File: src/verilog/vtp_pkg.sv
// Shared types and sizes for the virtual-to-physical translation service
// Page numbers, client tags and the lookup request/response records

`default_nettype none

package vtp_pkg;

    // Page number and tag widths
    localparam int VA_PAGE_BITS = 20;
    localparam int PA_PAGE_BITS = 20;
    localparam int TAG_BITS = 4;

    typedef logic [VA_PAGE_BITS-1:0] t_page_va;
    typedef logic [PA_PAGE_BITS-1:0] t_page_pa;
    typedef logic [TAG_BITS-1:0] t_tag;

    // Request from a client, tag is echoed in the response
    typedef struct packed {
        t_page_va page_va;
        t_tag tag;
    } t_lookup_req;

    typedef struct packed {
        t_page_pa page_pa;
        t_tag tag;
    } t_lookup_rsp;

    // Defaults for the top level, lookup latency is fixed
    localparam int DEFAULT_N_PORTS = 4;
    localparam int DEFAULT_TLB_SETS = 16;
    localparam int TLB_PIPE_STAGES = 2;

endpackage

`default_nettype wire

File: src/verilog/vtp_ifs.sv
// Interfaces inside the translation service
// Merged request stream from the arbiter and the TLB lookup/fill bus

`timescale 1ns/1ps
`default_nettype none

// Head of the merged request FIFO, popped by a deq pulse
interface vtp_req_stream_if
    import vtp_pkg::*;
#(
    parameter int N_PORTS = DEFAULT_N_PORTS
)
();
    t_lookup_req req;
    logic [$clog2(N_PORTS)-1:0] port;
    logic valid;
    // Only while valid, pops in the same cycle
    logic deq;

    modport source (output req, output port, output valid, input deq);
    modport sink (input req, input port, input valid, output deq);
endinterface

// Lookup side from the service, fill side from the walk controller
interface vtp_tlb_if
    import vtp_pkg::*;
();
    logic lookup_en;
    t_page_va lookup_va;
    // Two cycles after lookup_en
    logic lookup_hit;
    logic lookup_miss;
    t_page_pa lookup_pa;

    logic fill_en;
    t_page_va fill_va;
    t_page_pa fill_pa;

    modport server (input lookup_en, input lookup_va,
                    output lookup_hit, output lookup_miss, output lookup_pa,
                    input fill_en, input fill_va, input fill_pa);
    modport client (output lookup_en, output lookup_va,
                    input lookup_hit, input lookup_miss, input lookup_pa);
    modport fill (output fill_en, output fill_va, output fill_pa);
endinterface

`default_nettype wire

File: src/verilog/vtp_fifo.sv
// Synchronous FIFO with a registered head entry
// not_empty follows the head register, almost_full at THRESHOLD free slots

`timescale 1ns/1ps
`default_nettype none

module vtp_fifo
#(
    parameter int N_DATA_BITS = 32,
    parameter int N_ENTRIES = 4,
    parameter int THRESHOLD = 1
)
(
    input  logic clk,
    input  logic reset,

    input  logic [N_DATA_BITS-1:0] enq_data,
    input  logic enq_en,
    output logic not_full,
    output logic almost_full,

    output logic [N_DATA_BITS-1:0] first,
    input  logic deq_en,
    output logic not_empty
);

    localparam int PTR_BITS = (N_ENTRIES > 1) ? $clog2(N_ENTRIES) : 1;
    localparam int CNT_BITS = $clog2(N_ENTRIES + 1);

    logic [N_DATA_BITS-1:0] mem [N_ENTRIES];
    logic [PTR_BITS-1:0] wr_ptr;
    logic [PTR_BITS-1:0] rd_ptr;
    // Total held, head included
    logic [CNT_BITS-1:0] cnt;
    // Held in storage behind the head
    logic [CNT_BITS-1:0] mem_cnt;

    logic head_load;
    logic mem_pop;
    logic mem_push;

    // Pointer advance with wrap, depth need not be a power of two
    function automatic logic [PTR_BITS-1:0] ptr_next(input logic [PTR_BITS-1:0] p);
        return (p == PTR_BITS'(N_ENTRIES - 1)) ? '0 : p + 1'b1;
    endfunction

    // Head takes new data when empty or being popped
    assign head_load = !not_empty || deq_en;
    assign mem_pop = head_load && (mem_cnt != '0);
    // Empty storage and free head: data goes straight to the head
    assign mem_push = enq_en && !(head_load && (mem_cnt == '0));

    assign not_full = cnt < CNT_BITS'(N_ENTRIES);
    assign almost_full = cnt >= CNT_BITS'(N_ENTRIES - THRESHOLD);

    always_ff @(posedge clk)
    begin
        if (reset)
        begin
            wr_ptr <= '0;
            rd_ptr <= '0;
            cnt <= '0;
            mem_cnt <= '0;
            not_empty <= 1'b0;
        end
        else
        begin
            if (mem_push)
                wr_ptr <= ptr_next(wr_ptr);
            if (mem_pop)
                rd_ptr <= ptr_next(rd_ptr);
            mem_cnt <= mem_cnt + CNT_BITS'(mem_push) - CNT_BITS'(mem_pop);
            cnt <= cnt + CNT_BITS'(enq_en) - CNT_BITS'(deq_en);
            if (head_load)
                not_empty <= mem_pop || enq_en;
        end
    end

    // Storage and head payload
    always_ff @(posedge clk)
    begin
        if (mem_push)
            mem[wr_ptr] <= enq_data;
        if (mem_pop)
            first <= mem[rd_ptr];
        else if (head_load && enq_en)
            first <= enq_data;
    end

endmodule

`default_nettype wire

File: src/verilog/vtp_port_arbiter.sv
// Client port front end
// Per-port input FIFOs, registered round-robin grant, merged request FIFO

`timescale 1ns/1ps
`default_nettype none

module vtp_port_arbiter
    import vtp_pkg::*;
#(
    parameter int N_PORTS = DEFAULT_N_PORTS
)
(
    input  logic clk,
    input  logic reset,

    input  logic [N_PORTS-1:0] lookup_en,
    input  t_page_va [N_PORTS-1:0] lookup_va,
    input  t_tag [N_PORTS-1:0] lookup_tag,
    output logic [N_PORTS-1:0] lookup_rdy,

    vtp_req_stream_if.source stream
);

    localparam int IDX_BITS = $clog2(N_PORTS);
    typedef logic [IDX_BITS-1:0] t_port_idx;

    // ========================================================================
    // Input FIFOs
    // ========================================================================

    t_lookup_req new_req [N_PORTS];
    logic [N_PORTS-1:0] new_req_rdy;
    logic [N_PORTS-1:0] new_req_sel;
    logic [N_PORTS-1:0] arb_grant;
    logic [N_PORTS-1:0] arb_grant_q;
    t_port_idx arb_idx;
    t_port_idx arb_idx_q;
    t_port_idx rr_last;
    logic merged_almost_full;

    // Grant is a cycle old, so the FIFO may have drained meanwhile
    assign new_req_sel = arb_grant_q & new_req_rdy;

    for (genvar p = 0; p < N_PORTS; p++)
    begin : g_in
        vtp_fifo
        #(
            .N_DATA_BITS($bits(t_lookup_req)),
            .N_ENTRIES(4)
        )
        u_in_fifo
        (
            .clk,
            .reset,
            .enq_data({lookup_va[p], lookup_tag[p]}),
            .enq_en(lookup_en[p]),
            .not_full(lookup_rdy[p]),
            .almost_full(),
            .first(new_req[p]),
            .deq_en(new_req_sel[p]),
            .not_empty(new_req_rdy[p])
        );
    end

    // ========================================================================
    // Round-robin arbitration
    // ========================================================================

    // Search starts one past the last winner
    always_comb
    begin
        logic found;
        t_port_idx cand;

        found = 1'b0;
        arb_grant = '0;
        arb_idx = rr_last;
        for (int i = 1; i <= N_PORTS; i++)
        begin
            cand = t_port_idx'((int'(rr_last) + i) % N_PORTS);
            // Hold off while the merged FIFO can't absorb the in-flight ones
            if (!found && new_req_rdy[cand] && !merged_almost_full)
            begin
                found = 1'b1;
                arb_grant[cand] = 1'b1;
                arb_idx = cand;
            end
        end
    end

    always_ff @(posedge clk)
    begin
        if (reset)
        begin
            arb_grant_q <= '0;
            rr_last <= '0;
        end
        else
        begin
            arb_grant_q <= arb_grant;
            if (|arb_grant)
                rr_last <= arb_idx;
        end
        arb_idx_q <= arb_idx;
    end

    // ========================================================================
    // Stage register and merged FIFO
    // ========================================================================

    logic winner_en;
    t_lookup_req winner_req;
    t_port_idx winner_port;
    logic [$bits(t_lookup_req)+IDX_BITS-1:0] merged_first;

    always_ff @(posedge clk)
    begin
        if (reset)
            winner_en <= 1'b0;
        else
            winner_en <= new_req_sel[arb_idx_q];
        winner_req <= new_req[arb_idx_q];
        winner_port <= arb_idx_q;
    end

    // Up to three grants in flight, hence 2 of 4 as the threshold
    vtp_fifo
    #(
        .N_DATA_BITS($bits(t_lookup_req) + IDX_BITS),
        .N_ENTRIES(4),
        .THRESHOLD(2)
    )
    u_merged_fifo
    (
        .clk,
        .reset,
        .enq_data({winner_req, winner_port}),
        .enq_en(winner_en),
        .not_full(),
        .almost_full(merged_almost_full),
        .first(merged_first),
        .deq_en(stream.deq),
        .not_empty(stream.valid)
    );

    assign {stream.req, stream.port} = merged_first;

endmodule

`default_nettype wire

File: src/verilog/vtp_svc.sv
// Shared virtual-to-physical translation service, top level
// Arbitrates client ports into one TLB, walks misses, routes the answers

`timescale 1ns/1ps
`default_nettype none

module vtp_svc
    import vtp_pkg::*;
#(
    parameter int N_PORTS = DEFAULT_N_PORTS,
    parameter int TLB_SETS = DEFAULT_TLB_SETS
)
(
    input  logic clk,
    input  logic reset,

    // Clients
    input  logic [N_PORTS-1:0] lookup_en,
    input  t_page_va [N_PORTS-1:0] lookup_va,
    input  t_tag [N_PORTS-1:0] lookup_tag,
    output logic [N_PORTS-1:0] lookup_rdy,
    output logic [N_PORTS-1:0] rsp_valid,
    output t_page_pa rsp_pa,
    output t_tag rsp_tag,

    // Page-table walker
    output logic walk_req_en,
    output t_page_va walk_req_va,
    output logic [$clog2(N_PORTS)-1:0] walk_req_port,
    output t_tag walk_req_tag,
    input  logic walk_req_rdy,
    input  logic walk_rsp_en,
    input  t_page_va walk_rsp_va,
    input  t_page_pa walk_rsp_pa,
    input  logic [$clog2(N_PORTS)-1:0] walk_rsp_port,
    input  t_tag walk_rsp_tag
);

    localparam int IDX_BITS = $clog2(N_PORTS);

    vtp_req_stream_if #(.N_PORTS(N_PORTS)) stream();
    vtp_tlb_if tlb_if();

    vtp_port_arbiter #(.N_PORTS(N_PORTS)) u_arb
    (
        .clk,
        .reset,
        .lookup_en,
        .lookup_va,
        .lookup_tag,
        .lookup_rdy,
        .stream(stream)
    );

    vtp_tlb #(.TLB_SETS(TLB_SETS)) u_tlb
    (
        .clk,
        .reset,
        .tlb(tlb_if)
    );

    // ========================================================================
    // Lookup issue and processed FIFOs
    // ========================================================================

    logic issue;
    logic preq_almost_full;
    logic proc_deq;
    t_lookup_req proc_req;
    logic [IDX_BITS-1:0] proc_port;

    // Throttle keeps room for every lookup still inside the TLB
    assign issue = stream.valid && !preq_almost_full;
    assign stream.deq = issue;
    assign tlb_if.lookup_en = issue;
    assign tlb_if.lookup_va = stream.req.page_va;

    // Request kept for the miss path and for its tag and port
    vtp_fifo
    #(
        .N_DATA_BITS($bits(t_lookup_req) + IDX_BITS),
        .N_ENTRIES(TLB_PIPE_STAGES + 4),
        .THRESHOLD(3)
    )
    u_proc_req_fifo
    (
        .clk,
        .reset,
        .enq_data({stream.req, stream.port}),
        .enq_en(issue),
        .not_full(),
        .almost_full(preq_almost_full),
        .first({proc_req, proc_port}),
        .deq_en(proc_deq),
        .not_empty()
    );

    // TLB result registered once, then queued in step with the requests
    logic res_hit;
    logic res_miss;
    t_page_pa res_pa;
    logic prsp_valid;
    logic prsp_hit;
    t_page_pa prsp_pa;

    always_ff @(posedge clk)
    begin
        if (reset)
        begin
            res_hit <= 1'b0;
            res_miss <= 1'b0;
        end
        else
        begin
            res_hit <= tlb_if.lookup_hit;
            res_miss <= tlb_if.lookup_miss;
        end
        res_pa <= tlb_if.lookup_pa;
    end

    vtp_fifo
    #(
        .N_DATA_BITS(PA_PAGE_BITS + 1),
        .N_ENTRIES(TLB_PIPE_STAGES + 4),
        .THRESHOLD(3)
    )
    u_proc_rsp_fifo
    (
        .clk,
        .reset,
        .enq_data({res_pa, res_hit}),
        .enq_en(res_hit || res_miss),
        .not_full(),
        .almost_full(),
        .first({prsp_pa, prsp_hit}),
        .deq_en(proc_deq),
        .not_empty(prsp_valid)
    );

    // ========================================================================
    // Miss path and response merge
    // ========================================================================

    logic miss_en;
    logic miss_rdy;
    logic hit_send;
    logic wrsp_valid;
    t_lookup_rsp wrsp;
    logic [IDX_BITS-1:0] wrsp_idx;

    // Walker answers win, a hit waits at the FIFO head
    assign miss_en = prsp_valid && !prsp_hit && miss_rdy;
    assign hit_send = prsp_valid && prsp_hit && !wrsp_valid;
    assign proc_deq = hit_send || miss_en;

    vtp_walk_ctrl #(.N_PORTS(N_PORTS)) u_walk
    (
        .clk,
        .reset,
        .miss_en,
        .miss_req(proc_req),
        .miss_port(proc_port),
        .miss_rdy,
        .walk_req_en,
        .walk_req_va,
        .walk_req_port,
        .walk_req_tag,
        .walk_req_rdy,
        .walk_rsp_en,
        .walk_rsp_va,
        .walk_rsp_pa,
        .walk_rsp_port,
        .walk_rsp_tag,
        .walk_rsp_valid(wrsp_valid),
        .walk_rsp(wrsp),
        .walk_rsp_idx(wrsp_idx),
        .tlb(tlb_if)
    );

    // One-hot valid, data shared by all ports
    always_ff @(posedge clk)
    begin
        if (reset)
            rsp_valid <= '0;
        else
        begin
            rsp_valid <= '0;
            if (wrsp_valid)
                rsp_valid[wrsp_idx] <= 1'b1;
            else if (hit_send)
                rsp_valid[proc_port] <= 1'b1;
        end

        if (wrsp_valid)
        begin
            rsp_pa <= wrsp.page_pa;
            rsp_tag <= wrsp.tag;
        end
        else
        begin
            rsp_pa <= prsp_pa;
            rsp_tag <= proc_req.tag;
        end
    end

endmodule

`default_nettype wire

File: src/verilog/vtp_tlb.sv
// Direct-mapped TLB
// Two-stage lookup (array read, then compare) and a single-entry fill port

`timescale 1ns/1ps
`default_nettype none

module vtp_tlb
    import vtp_pkg::*;
#(
    parameter int TLB_SETS = DEFAULT_TLB_SETS
)
(
    input  logic clk,
    input  logic reset,

    vtp_tlb_if.server tlb
);

    localparam int SET_BITS = $clog2(TLB_SETS);
    localparam int VTAG_BITS = VA_PAGE_BITS - SET_BITS;

    // Set index is the low page bits, the rest is the stored tag
    logic [TLB_SETS-1:0] valid;
    logic [VTAG_BITS-1:0] vtag [TLB_SETS];
    t_page_pa ppage [TLB_SETS];

    logic [SET_BITS-1:0] lookup_set;
    logic [SET_BITS-1:0] fill_set;

    assign lookup_set = tlb.lookup_va[SET_BITS-1:0];
    assign fill_set = tlb.fill_va[SET_BITS-1:0];

    // Stage 1 state
    logic s1_en;
    logic [VTAG_BITS-1:0] s1_vtag;
    logic s1_rd_valid;
    logic [VTAG_BITS-1:0] s1_rd_vtag;
    t_page_pa s1_rd_pa;

    // Fill lands at the clock edge, so a same-cycle lookup sees old contents
    always_ff @(posedge clk)
    begin
        if (reset)
            valid <= '0;
        else if (tlb.fill_en)
            valid[fill_set] <= 1'b1;

        if (tlb.fill_en)
        begin
            vtag[fill_set] <= tlb.fill_va[VA_PAGE_BITS-1:SET_BITS];
            ppage[fill_set] <= tlb.fill_pa;
        end
    end

    // Stage 1 reads the set
    always_ff @(posedge clk)
    begin
        if (reset)
            s1_en <= 1'b0;
        else
            s1_en <= tlb.lookup_en;
        s1_vtag <= tlb.lookup_va[VA_PAGE_BITS-1:SET_BITS];
        s1_rd_valid <= valid[lookup_set];
        s1_rd_vtag <= vtag[lookup_set];
        s1_rd_pa <= ppage[lookup_set];
    end

    // Stage 2 compares, exactly one of hit or miss per lookup
    always_ff @(posedge clk)
    begin
        if (reset)
        begin
            tlb.lookup_hit <= 1'b0;
            tlb.lookup_miss <= 1'b0;
        end
        else
        begin
            tlb.lookup_hit <= s1_en && s1_rd_valid && (s1_rd_vtag == s1_vtag);
            tlb.lookup_miss <= s1_en && !(s1_rd_valid && (s1_rd_vtag == s1_vtag));
        end
        tlb.lookup_pa <= s1_rd_pa;
    end

endmodule

`default_nettype wire

File: src/verilog/vtp_walk_ctrl.sv
// Miss handling toward the external page-table walker
// Queues misses, issues walk requests, returns answers and fills the TLB

`timescale 1ns/1ps
`default_nettype none

module vtp_walk_ctrl
    import vtp_pkg::*;
#(
    parameter int N_PORTS = DEFAULT_N_PORTS
)
(
    input  logic clk,
    input  logic reset,

    // Misses from the service pipeline
    input  logic miss_en,
    input  t_lookup_req miss_req,
    input  logic [$clog2(N_PORTS)-1:0] miss_port,
    output logic miss_rdy,

    // Walker bus
    output logic walk_req_en,
    output t_page_va walk_req_va,
    output logic [$clog2(N_PORTS)-1:0] walk_req_port,
    output t_tag walk_req_tag,
    input  logic walk_req_rdy,
    input  logic walk_rsp_en,
    input  t_page_va walk_rsp_va,
    input  t_page_pa walk_rsp_pa,
    input  logic [$clog2(N_PORTS)-1:0] walk_rsp_port,
    input  t_tag walk_rsp_tag,

    // Answers toward the client merge
    output logic walk_rsp_valid,
    output t_lookup_rsp walk_rsp,
    output logic [$clog2(N_PORTS)-1:0] walk_rsp_idx,

    vtp_tlb_if.fill tlb
);

    localparam int IDX_BITS = $clog2(N_PORTS);

    t_lookup_req q_req;
    logic [IDX_BITS-1:0] q_port;
    logic q_rdy;
    logic q_deq;

    // Queue lets hits flow around outstanding misses
    vtp_fifo
    #(
        .N_DATA_BITS($bits(t_lookup_req) + IDX_BITS),
        .N_ENTRIES(8)
    )
    u_walk_queue
    (
        .clk,
        .reset,
        .enq_data({miss_req, miss_port}),
        .enq_en(miss_en),
        .not_full(miss_rdy),
        .almost_full(),
        .first({q_req, q_port}),
        .deq_en(q_deq),
        .not_empty(q_rdy)
    );

    // No dequeue right after a request, so never two in a row
    assign q_deq = q_rdy && walk_req_rdy && !walk_req_en;

    always_ff @(posedge clk)
    begin
        if (reset)
            walk_req_en <= 1'b0;
        else
            walk_req_en <= q_deq;
        walk_req_va <= q_req.page_va;
        walk_req_port <= q_port;
        walk_req_tag <= q_req.tag;
    end

    // Client answer and TLB fill go out together one cycle after the walker
    always_ff @(posedge clk)
    begin
        if (reset)
        begin
            walk_rsp_valid <= 1'b0;
            tlb.fill_en <= 1'b0;
        end
        else
        begin
            walk_rsp_valid <= walk_rsp_en;
            tlb.fill_en <= walk_rsp_en;
        end
        walk_rsp.page_pa <= walk_rsp_pa;
        walk_rsp.tag <= walk_rsp_tag;
        walk_rsp_idx <= walk_rsp_port;
        tlb.fill_va <= walk_rsp_va;
        tlb.fill_pa <= walk_rsp_pa;
    end

endmodule

`default_nettype wire
File: config.mk
export PLATFORM = sky130hd
export DESIGN_NAME = vtp_svc
export DESIGN_NICKNAME = d
export VERILOG_FILES = /design/src/verilog/vtp_pkg.sv /design/src/verilog/vtp_ifs.sv /design/src/verilog/vtp_fifo.sv /design/src/verilog/vtp_port_arbiter.sv /design/src/verilog/vtp_svc.sv /design/src/verilog/vtp_tlb.sv /design/src/verilog/vtp_walk_ctrl.sv
export SDC_FILE = /design/constraint.sdc
export NUM_CORES = 2
export LEC_CHECK = 0
export ABC_CLOCK_PERIOD_IN_PS = 6450
export BUFFER_PORTS_ARGS = -buffer_cell sky130_fd_sc_hd__buf_2
export CORE_MARGIN = 1.5
export CORE_UTILIZATION = 60
export CTS_CLUSTER_SIZE = 30
export DETAILED_ROUTE_END_ITERATION = 12
export GPL_TIMING_DRIVEN = 0
export PLACE_DENSITY = 0.82
export SETUP_SLACK_MARGIN = 0.5
export SYNTH_ARGS = -nofsm -noshare
export SYNTH_HDL_FRONTEND = slang
export SYNTH_HIERARCHICAL = 1
export SYNTH_SLANG_ARGS = --single-unit
File: constraint.sdc
create_clock -name clk -period 6.45 [get_ports clk]
set_input_delay 1.29 -clock clk [delete_from_list [all_inputs] [get_ports clk]]
set_output_delay 1.29 -clock clk [all_outputs]
set_load 0.02 [all_outputs]
### Word-level counts from Yosys, hierarchy flattened

Memory sizes are Yosys's and may differ from the RTL's. A register that Yosys moved wholly into a read port is not among the register bits.
Index checks and enable logic that the tools add are counted.

* add/subtract/negate cells: 50
* muxes and demuxes: 110
* magnitude comparators: 24
* bitwise operators: 6
* reduce and logical (&&, ||, !) cells: 125
* equality and inequality tests: 17

Operators by type and width (number)
* $mux 24: 10
* $mux 26: 6
* $logic_and 1x1->1: 57
* $bmux 24 s2: 1
* $mux 2: 24
* $mux 21: 2
* $add 3x1->3: 13
* $sub 3x1->3: 13
* $mux 3: 12
* $mux 1: 34
* $mux 4: 7
* $logic_not 1->1: 25
* $add 2x1->2 const B: 12
* $logic_not 3->1: 7
* $lt 2x3->1 const B: 7
* $reduce_bool 3->1: 7
* $eq 2x2->1 const B: 10
* $mux 20: 1
* $add 3x1->3 const B: 6
* $eq 3x3->1 const B: 6
* $logic_or 1x1->1: 18
* $eq 16x16->1: 1
* $or 16x16->16: 1
* $reduce_bool 2->1: 8
* 20 further kinds: 44

* memories kept: 10
* output and inout port bits: 59
* bits in writable memories: 1554
* bits of input ports: 150
* flip-flop bits (word level): 503
* word-level logic and storage cells: 418

Memories
* u_tlb.ppage: words 16, bits a word 20, read ports 1, clocked after memory_dff 1, wr ports 1, line vtp_tlb.sv:25 `t_page_pa ppage [TLB_SETS];`
* u_tlb.vtag: words 16, bits a word 16, read ports 1, clocked after memory_dff 1, wr ports 1, line vtp_tlb.sv:24 `logic [VTAG_BITS-1:0] vtag [TLB_SETS];`
* u_walk.u_walk_queue.mem: words 8, bits a word 26, read ports 1, clocked after memory_dff 1, wr ports 1, line vtp_fifo.sv:30 `logic [N_DATA_BITS-1:0] mem [N_ENTRIES];`
* u_proc_req_fifo.mem: words 6, bits a word 26, read ports 1, clocked after memory_dff 1, wr ports 1, line vtp_fifo.sv:30
* u_proc_rsp_fifo.mem: words 6, bits a word 21, read ports 1, clocked after memory_dff 1, wr ports 1, line vtp_fifo.sv:30
* u_arb.u_merged_fifo.mem: words 4, bits a word 26, read ports 1, clocked after memory_dff 1, wr ports 1, line vtp_fifo.sv:30
* 4 more memories

### Longest topological paths before layout

* depth after elaboration: 18
* mapped depth: 16
* gate-level depth less buffers: 15

### By module

Netlist, hierarchy kept.

By module, submodules not included
* vtp_tlb: times used 1, cells each 1063, seq. area each 19138.4 um^2, area an instance 23896.7 um^2
* vtp_fifo at u_arb.g_in[0].u_in_fifo ...: times used 4, cells each 250, seq. area each 3863.7 um^2, area an instance 5287.6 um^2
* vtp_fifo at u_walk.u_walk_queue: times used 1, cells each 603, seq. area each 7387.1 um^2, area an instance 9922.0 um^2
* vtp_fifo at u_proc_req_fifo: times used 1, cells each 452, seq. area each 5785.5 um^2, area an instance 7827.5 um^2
* vtp_fifo at u_proc_rsp_fifo: times used 1, cells each 383, seq. area each 4734.5 um^2, area an instance 6463.7 um^2
* vtp_fifo at u_arb.u_merged_fifo: times used 1, cells each 263, seq. area each 4164.0 um^2, area an instance 5661.7 um^2
* vtp_port_arbiter: times used 1, cells each 146, seq. area each 700.7 um^2, area an instance 1949.4 um^2
* vtp_walk_ctrl: times used 1, cells each 98, seq. area each 1481.4 um^2, area an instance 1669.1 um^2
* vtp_svc: times used 1, cells each 97, seq. area each 1001.0 um^2, area an instance 1539.0 um^2

### Worst setup path before layout

No wires, ideal clock.

* kind: input to register
* start point: input port walk_req_rdy
* end point: memory u_walk/u_walk_queue/mem[0][0] (netlist name) (enable)
* buffers on the path: 0
* data required time: 5.975 ns
* setup time: 0.475 ns
* setup slack: 1.584 ns
* arrival: 4.391 ns
* cell stages on the path: 4
* cells stage by stage: and3b_2 > and2b_1 > o21ai_4 > nor4_1

* word-level cells in the longest chain between the ends: 8

RTL lines
* start, declared: line vtp_svc.sv:31 `input logic walk_req_rdy,`
* $logic_and 1x1->1 (2 in series): line vtp_walk_ctrl.sv:69 `assign q_deq = q_rdy && walk_req_rdy && !walk_req_en;`
* $logic_or 1x1->1: line vtp_fifo.sv:48 `assign head_load = !not_empty || deq_en;`
* $logic_and 1x1->1: line vtp_fifo.sv:51 `assign mem_push = enq_en && !(head_load && (mem_cnt == '0));`
* $logic_not 1->1: line vtp_fifo.sv:51
* $logic_and 1x1->1: line vtp_fifo.sv:51
* $mux 1: line vtp_fifo.sv:82 `if (mem_push)`
* $mux 1 (not written as such): line vtp_fifo.sv:83 `mem[wr_ptr] <= enq_data;`
* end, declared: line vtp_fifo.sv:30

No other way between the ends.

### Worst setup path in the final report

* start point: register u_proc_req_fifo.cnt[2]
* end point: register u_arb.u_merged_fifo.mem_cnt[2]

* word-level cells in the longest chain between the ends: 9
* elaborated cells between the ends (all ways): 10
* those cells by class: add/sub (2); order compare (1); reduce/logical (7)

RTL lines
* start, declared: line vtp_fifo.sv:34 `logic [CNT_BITS-1:0] cnt;`
* start signal, assigned: line vtp_fifo.sv:73 `cnt <= cnt + CNT_BITS'(enq_en) - CNT_BITS'(deq_en);`
* $ge 3x2->1 (*): line vtp_fifo.sv:54 `assign almost_full = cnt >= CNT_BITS'(N_ENTRIES - THRESHOLD);`
* via preq_almost_full: line vtp_svc.sv:67 `logic preq_almost_full;`
* $logic_not 1->1 (*): line vtp_svc.sv:73 `assign issue = stream.valid && !preq_almost_full;`
* $logic_and 1x1->1 (*): line vtp_svc.sv:73
* via issue: line vtp_svc.sv:66 `logic issue;`
* $logic_or 1x1->1 (*): line vtp_fifo.sv:48
* $logic_and 1x1->1: line vtp_fifo.sv:51
* $logic_not 1->1: line vtp_fifo.sv:51
* $logic_and 1x1->1: line vtp_fifo.sv:51
* $add 3x1->3: line vtp_fifo.sv:72 `mem_cnt <= mem_cnt + CNT_BITS'(mem_push) - CNT_BITS'(mem_pop);`
* $sub 3x1->3 (*): line vtp_fifo.sv:72
* end signal, assigned: line vtp_fifo.sv:72
* end, declared: line vtp_fifo.sv:36 `logic [CNT_BITS-1:0] mem_cnt;`

The timed path passes the listed nets; every way through them passes the cells marked *.
A chain may end at the register's enable or synchronous reset.

==> run metrics <==
Largest stage delay, worst path=0.90 ns; num ports=209; largest net degree at the start of global routing=59; post-CTS sizing=0; Die W=368 µm; Leakage=0.0312 µW; Avg Synthesized Cell Area=19.6 µm²; reg2reg path depth=16; clk slew on worst S/H paths=0.06 ns; routed len/inst=approximately 28 µm; H-tree depth=4; Hold Path Cell Cnt=0; Overflow after GRT=0; Worst-Margin Slew=1.40 ns; CTS root buf=clkbuf_16; synthesized cell area=0.0798 mm²; postcts setup bufs=0; Critical Path Start Type=register; Hold/Removal Path Class=register to register; first-pass GRT wire length=270000 µm; Post-Synthesis Cells=4073; fin. max-slew vios=0; die area=approximately 0.14 mm²; final setup fails=0; TritonRoute pass-1 iters=6; std cell rows=~130; DRT iter0 DRCs=approximately 5k; Pwr Density=465 mW/mm²; max_cap viols=0; crit path DAT=a little under 5 ns; min Tclk post-route=4.16 ns; I/O Buffers=208; final std cells w/o fill=6481; CP most frequent cell=ha_1; FMAX=0.240 GHz; Syn. warnings=6; via count=41.2k; vias per cell=roughly 6.4; CTS Sinks=2112; vias in the first global route=between 40k and 50k; slowest CP cell=nor2b_1; Placer Congestion=~0.81; core area=around 0.13 mm²; final hold vios=0; Post-CTS Hold Buffers=0; Die H=about 370 µm; Initial Utilization=0.606; Worst Path Required=7.14 ns; Synth-to-Final Area Change=14.1%; maximum clock path buffer count=3; DRC violations left=0; Cell Chain, Critical Path=inv_1 > ha_1 > o21ai_0 > nand2_1 > nor2b_1 > nor2b_1 > clkbuf_1 > nor2_4 > buf_6 > ha_1 > inv_1 > ha_1 > fa_1 > xnor2_1 > xnor2_1 > nor2_1; Post-layout nets=4792; pre-CTS setup slack=2.61 ns; clock skew=0.0596 ns; initial antenna violation count=13; Routed Antenna Nets=0; RSZ-0062 raised after global routing=no; Max Fanout on Critical Path=10; worst setup margin=2.29 ns; status=finished clean; # placed instances=6106; Syn Nets=approximately 4.3k; endpoint class of the critical path=register; Total GRT Usage=0.271; WS Path Type=register to register; Clk Latency, worst-skew pair=roughly 0.83 ns; slew margin rel.=0.0656; Num CTS Buffers=just under 200; final wirelength=183000 µm; period utilization=0.645; Peak VDD IR=319 µV; CTS tree=yes; Final HPWL DP=109000 µm; share of cells above drive strength 1=0.260
-- metal layers --
metal | track usage | share of wire | vias up
met5 | 0 | 0.00068 | -
met4 | 0.0944 | 0.035 | 18
met3 | 0.0495 | 0.085 | 421
met2 | 0.452 | 0.50 | 2420
met1 | 0.361 | 0.38 | 21200
li1 | - | - | 17200
-- sequential cells by signal (all words and copies together) (netlist names), 20 cells and up, named ones only --
register                    cells
res_pa                         20
rsp_pa                         20
u_arb/g_in.u_in_fifo/first     96
u_arb/g_in.u_in_fifo/mem      384
u_arb/u_merged_fifo/first      26
u_arb/u_merged_fifo/mem       104
u_arb/winner_req               24
u_proc_req_fifo/first          26
u_proc_req_fifo/mem           156
u_proc_rsp_fifo/first          21
u_proc_rsp_fifo/mem           126
u_tlb/ppage                   320
u_tlb/s1_rd_pa                 20
u_tlb/tlb.lookup_pa            20
u_tlb/vtag                    256
u_walk/tlb.fill_va             20
u_walk/u_walk_queue/first      26
u_walk/u_walk_queue/mem       208
u_walk/walk_req_va             20
u_walk/walk_rsp                24
-- placed cells by master, fill, tap and decap left out, drive strengths merged, types with 50 or more instances in the layout --
cell type,instances
nand2,107
mux2,154
a22o,50
buf,424
clkbuf,335
dfxtp,363
edfxtp,1749
inv,99
nor2,112
nor2b,55
mux2i,252
clkinv,64
mux4,297
a22oi,173
ha,78
-- metrics by stage --
stage                     hold slack, ns  area, µm²  utilization  total power [µW]  setup TNS, ns
after CTS                          0.321      91100        0.691             42300              0
after floorplan                    0.310      79800            -             26200              0
after global routing               0.333      91100        0.691             43700              0
after detailed placement           0.312      84200        0.639             29900              0
final                              0.325      91100        0.691             42300              0
after global placement             0.310      83100        0.630             29300         -82.27
-- where the power goes --
group / internal, µW / total [µW] / switching [µW]
clock: 7100 / 12200 / 5070
combinational: 4760 / 10800 / 6070
sequential: 17700 / 19300 / 1600
total: 29600 / 42300 / 12700
-- critical path, delay by kind of cell, from the launching register on --
kind | cells | cell delay, ns
AOI/OAI and AO/OA | 1 | 0.18
xor gates and xnor gates | 2 | 0.37
adders and majority gates | 4 | 0.89
buffers and inverters | 4 | 0.63
DFF | 1 | 0.33
and+or+nand+nor | 5 | 1.62
-- cell type report --
type                    instances  area [µm²]
flip-flops and latches       2112       59800
fillers                      7503       40700
multi-input cells            1653       18500
clock buffers                 266        5530
well taps                    1755        2200
repair buffers                278        1910
plain buffers                 215        1460
clock inverters               106        1350
inverters                      93         349
diodes                          3        7.51
-- worst paths after layout --
| path | slack (ns) | from | endpoint |
|---|---|---|---|
| hold reg to reg | 0.32 | u_tlb/tlb.lookup_pa[7] | res_pa[7] |
| hold / removal | 0.32 | u_tlb/tlb.lookup_pa[7] | res_pa[7] |
| setup reg to reg | 2.29 | u_proc_req_fifo/cnt[2] | u_arb/u_merged_fifo/mem_cnt[2] |
| setup / recovery | 2.29 | u_proc_req_fifo/cnt[2] | u_arb/u_merged_fifo/mem_cnt[2] |
No activity file was read; power rests on OpenSTA's default activity.
